[src/mem_chip_bus_pkg.sv]
////////////////////////////////////////////////////////////////////////////
// Bus widths and divider bank settings for the memory chip
// Imported by every RTL module and by the testbench
////////////////////////////////////////////////////////////////////////////

package mem_chip_bus_pkg;

  // Wishbone slave port
  localparam int unsigned AddrWidth = 48;
  localparam int unsigned DataWidth = 32;
  localparam int unsigned SelWidth = DataWidth / 8;

  // Upper address bits carry the chip identifier
  localparam int unsigned ChipIdWidth = 8;
  localparam int unsigned OffsetWidth = AddrWidth - ChipIdWidth;

  ////////////////////////////////////////////////////////////////////////////
  // Clock divider bank
  ////////////////////////////////////////////////////////////////////////////

  localparam int unsigned NumDivs = 5;
  localparam int unsigned DivWidth = 8;

  // Register k sits in bits 8k+7 to 8k
  // SRAM clock divides by 4, the link clocks run undivided
  localparam logic [NumDivs*DivWidth-1:0] DivDefaults = {
    8'd1, 8'd1, 8'd1, 8'd1, 8'd4
  };

endpackage

[src/mem_chip_addr_pkg.sv]
////////////////////////////////////////////////////////////////////////////
// Local address map of the memory chip and the target select
// Offsets are relative to the chip identifier field
////////////////////////////////////////////////////////////////////////////

package mem_chip_addr_pkg;

  ////////////////////////////////////////////////////////////////////////////
  // SRAM window
  ////////////////////////////////////////////////////////////////////////////

  localparam logic [39:0] SramBase = 40'h00_8000_0000;
  localparam int unsigned SramWords = 256;
  localparam int unsigned SramIdxWidth = $clog2(SramWords);

  // Four bytes per word
  localparam logic [39:0] SramSpan = 40'(SramWords * 4);

  ////////////////////////////////////////////////////////////////////////////
  // Clock divider register window
  ////////////////////////////////////////////////////////////////////////////

  localparam logic [39:0] DivBase = 40'h00_0200_5000;
  localparam logic [39:0] DivSpan = 40'h00_0000_1000;

  // Where a decoded request goes
  typedef enum logic [1:0] {
    TGT_SRAM,
    TGT_DIV,
    TGT_ERR
  } mem_target_e;

endpackage

[src/mem_chip_decode_stage.sv]
////////////////////////////////////////////////////////////////////////////
// First pipeline stage: accepts one Wishbone classic cycle at a time,
// matches the captured chip identifier and the address map, and
// registers the decoded request for the target stage
////////////////////////////////////////////////////////////////////////////

`timescale 1ns/1ps

module mem_chip_decode_stage
  import mem_chip_bus_pkg::*;
  import mem_chip_addr_pkg::*;
(
  input  logic                    clk_i,
  input  logic                    rst_ni,
  input  logic [ChipIdWidth-1:0]  chip_id_i,
  input  logic                    wb_cyc_i,
  input  logic                    wb_stb_i,
  input  logic                    wb_we_i,
  input  logic [AddrWidth-1:0]    wb_adr_i,
  input  logic [DataWidth-1:0]    wb_dat_i,
  input  logic [SelWidth-1:0]     wb_sel_i,
  input  logic                    resp_done_i,
  output logic                    req_valid_o,
  output mem_target_e             req_target_o,
  output logic [SramIdxWidth-1:0] req_idx_o,
  output logic                    req_we_o,
  output logic [DataWidth-1:0]    req_wdata_o,
  output logic [SelWidth-1:0]     req_sel_o
);

  logic [ChipIdWidth-1:0]  chip_id_q;
  logic                    busy_q;
  logic                    accept;
  logic [OffsetWidth-1:0]  offset;
  logic [OffsetWidth-1:0]  sram_off;
  logic [OffsetWidth-1:0]  div_off;
  mem_target_e             target_d;
  logic [SramIdxWidth-1:0] idx_d;

  // Identifier follows the pins while reset is held
  always_ff @(posedge clk_i) begin
    if (!rst_ni) begin
      chip_id_q <= chip_id_i;
    end
  end

  assign accept = wb_cyc_i && wb_stb_i && !busy_q;

  always_comb begin
    offset   = wb_adr_i[OffsetWidth-1:0];
    sram_off = offset - SramBase;
    div_off  = offset - DivBase;
    target_d = TGT_ERR;
    idx_d    = '0;
    if (wb_adr_i[AddrWidth-1 -: ChipIdWidth] == chip_id_q) begin
      if (offset >= SramBase && offset < SramBase + SramSpan) begin
        target_d = TGT_SRAM;
        idx_d    = sram_off[SramIdxWidth+1:2];
      end else if (offset >= DivBase && offset < DivBase + DivSpan &&
                   (div_off >> (SramIdxWidth + 2)) == '0) begin
        target_d = TGT_DIV;
        idx_d    = div_off[SramIdxWidth+1:2];
      end
    end
  end

  // Busy spans the cycle of the response so the held strobe is not taken twice
  always_ff @(posedge clk_i) begin
    if (!rst_ni) begin
      busy_q      <= 1'b0;
      req_valid_o <= 1'b0;
    end else begin
      req_valid_o <= accept;
      if (accept) begin
        busy_q <= 1'b1;
      end else if (resp_done_i) begin
        busy_q <= 1'b0;
      end
    end
  end

  always_ff @(posedge clk_i) begin
    if (accept) begin
      req_target_o <= target_d;
      req_idx_o    <= idx_d;
      req_we_o     <= wb_we_i;
      req_wdata_o  <= wb_dat_i;
      req_sel_o    <= wb_sel_i;
    end
  end

  a_single_pulse: assert property (@(posedge clk_i) disable iff (!rst_ni)
    req_valid_o |=> !req_valid_o);

endmodule

[config.mk]
export PLATFORM = sky130hd
export DESIGN_NAME = mem_chip_decode_stage
export DESIGN_NICKNAME = d
export VERILOG_FILES = /design/src/mem_chip_bus_pkg.sv /design/src/mem_chip_addr_pkg.sv /design/src/mem_chip_decode_stage.sv
export SDC_FILE = /design/constraint.sdc
export NUM_CORES = 1
export LEC_CHECK = 0
export BUFFER_PORTS_ARGS = -buffer_cell sky130_fd_sc_hd__buf_2
export CORE_MARGIN = 2
export CORE_UTILIZATION = 43
export DETAILED_ROUTE_END_ITERATION = 12
export PLACE_DENSITY_LB_ADDON = 0.25
export SLEW_MARGIN = 15
export SYNTH_ARGS = -nofsm -noshare
export SYNTH_HDL_FRONTEND = slang
export SYNTH_SLANG_ARGS = --single-unit
[constraint.sdc]
create_clock -name clk_i -period 7.5 [get_ports clk_i]
set_clock_uncertainty 0.1 [all_clocks]
set_input_delay 0.375 -clock clk_i [delete_from_list [all_inputs] [get_ports clk_i]]
set_output_delay 0.375 -clock clk_i [all_outputs]
set_load 0.01 [all_outputs]
==> run summary <==
crit path time final: 2000 ps
P_leak: 1.31 nW
IR drop worst, VDD: 0.163 mV
first-pass GRT wire length: 6.24 mm
initial antenna violation count: 0
Final period util: 0.267
Net count, final: 360
max incr delay on CP: 420 ps
Avg Vias per Cell: 4.59
CTS max path bufs: 2
Resize count post-CTS: 0
CP Cell Sequence: xor2_1, nor4_1, o211ai_1, or2_1
TritonCTS clock tree: done
routed len/inst: 12.8 µm
Worst R2R Path Depth: 4
# IOs: 146
Min-Delay Path Class: input port to flop
clock sink count: 57
Final Hold Violating Endpoints: 0
GRT overflow: 0
most frequent cells in the layout: buf_2 (143), edfxtp_1 (55), inv_1 (10), nor3_1 (10), clkbuf_8 (9)
Post-CTS Repair Setup Buffers: 0
Distinct cells, synth: 17
n_diodes: 0
H-tree depth: 3
reg2reg start: chip_id_q[6]
Power Density: 229 nW/µm²
DIE HEIGHT: 72.1 µm
CP Buf/Inv Count: 0
Slew @ Worst Pin: 650 ps
number of synthesized register bits: 57
clock root buffer: clkbuf_8
Syn Inst Count: 108
Post-Syn Nets: 206
Levels on crit path: 4
TritonRoute pass-1 iters: 4
port bufs: 143
hpwl dp: 3.14 mm
most common cell after layout, fill and taps aside: buf_2
sequential area share after synthesis: 0.848
Slowest cell on crit path: nor4_1
layout cells sized above 1: 0.594
vias after detailed routing: 1460
row cnt: 24
final slew viol count: 0
DR iter-0 viols: 80
Min Hold Slack: 129 ps
FMAX: 500 MHz
die area: 5200 µm²
Initial Util: 0.452
status: complete, no violations
crit start category: flop
CTS Buf Count: 9
syn avg cell area: 18.5 µm²
Die X-Extent: 72.1 µm
Final TNS setup: 0 ps
final setup fails: 0
WP data required: 7470 ps
FF-to-FF End: req_target_o[1]
area grow syn2layout: 48.2%
Post-Syn Area: 1990 µm²
crit path from: chip_id_q[6]
Synthesis Warnings: 0
hold-fix buffers at CTS: 0
ANT nets after route: 0
CP max FO: 9
Total GRT Usage: 0.164
Core Region: 4410 µm²
CTS clk-pin slew, worst paths: 60 ps
Worst Setup Path Type: flop to flop
Finished Core Util: 0.670
max cap viols: 0
largest net degree at the start of global routing: 33
DRC violations left: 0
Crit. End Element: flop
Top delay family on crit path: simple AND/OR/NAND/NOR gates
clk_lat worst skew: 310 ps
WL final: 4.08 mm
Critical Path Sink: req_target_o[1]
vias in the first global route: 1492
worst rel slew slack: 0.564
final RePlAce weighted congestion: 0.814
Critical Path AT: 1960 ps
flop2flop setup slack: 5500 ps
RSZ-0062 raised after global routing: false
-- registers in the layout (all words and copies together), names as in the netlist --
name and flops:
req_target_o 2, req_idx_o 8, req_sel_o 4, chip_id_q 8, busy_q 1, req_valid_o 1, req_wdata_o 32, req_we_o 1
-- worst min path at each step --
| stage | end | slack (ps) | depth (start not counted) | start |
|---|---|---|---|---|
| global route | req_wdata_o[12] | 110 | 1 | wb_dat_i[12] |
| finish | req_wdata_o[12] | 130 | 1 | wb_dat_i[12] |
| CTS | req_wdata_o[12] | 110 | 1 | wb_dat_i[12] |
| detailed placement | req_valid_o | 410 | 1 | busy_q |
| floorplan | req_valid_o | 320 | 1 | busy_q |
| global placement | req_valid_o | 400 | 1 | busy_q |
-- cell type report --
| class | instances | area [µm²] |
|---|---|---|
| sequential | 57 | 1690 |
| multi-input combinational | 40 | 262 |
| clock buffer | 11 | 131 |
| timing repair buffer | 144 | 723 |
| inverter | 10 | 37.5 |
| clock inverter | 4 | 45.0 |
| fill | 343 | 1460 |
| tap | 52 | 65.1 |
-- report_power, final --
part | total (mW) | switching, mW | internal, mW
Clock | 0.254 | 0.105 | 0.149
Combinational | 0.0533 | 0.0255 | 0.0278
Sequential | 0.369 | 0.00378 | 0.366
-- cell families after synthesis --
kind of cell,after synthesis,share of synthesized area
AO/OA/AOI/OAI,2,0.00627
XOR/XNOR,8,0.0351
buffers and inverters,11,0.0245
flip-flops,57,0.848
AND/OR/NAND/NOR,30,0.0860
-- Yosys cell counts (all sizes together) --
master,instances,area share
edfxtp,55,0.83
inv,10,0.019
nor3,10,0.025
xor2,8,0.035
nor4,6,0.019
nor2,5,0.0094
dfxtp,2,0.020
nand2,2,0.0038
or4,2,0.011
a21oi,1,0.0025
buf,1,0.0056
nand3,1,0.0025
nand4,1,0.0031
nand4b,1,0.0044
nor4b,1,0.0044
o211ai,1,0.0038
or2,1,0.0031
-- layer usage --
metal	global-route usage	vias up	routed length [µm]
met5	0	-	0
met4	0.105	0	90
met3	0.0681	9	427
met2	0.271	72	2090
met1	0.173	661	1480
li1	-	718	-
-- per-stage QoR --
stage          total power [mW]  setup slack [ps]  std cells  area, µm²
2_1_floorplan             0.394              4500        108       1990
6_report                  0.677              5500        318       2960
4_1_cts                   0.687              5520        318       2960
3_5_place_dp              0.430              5330        303       2780
5_1_grt                   0.703              5370        318       2960
3_3_place_gp              0.428              5330        303       2780
(Power assumes the default switching activity.)
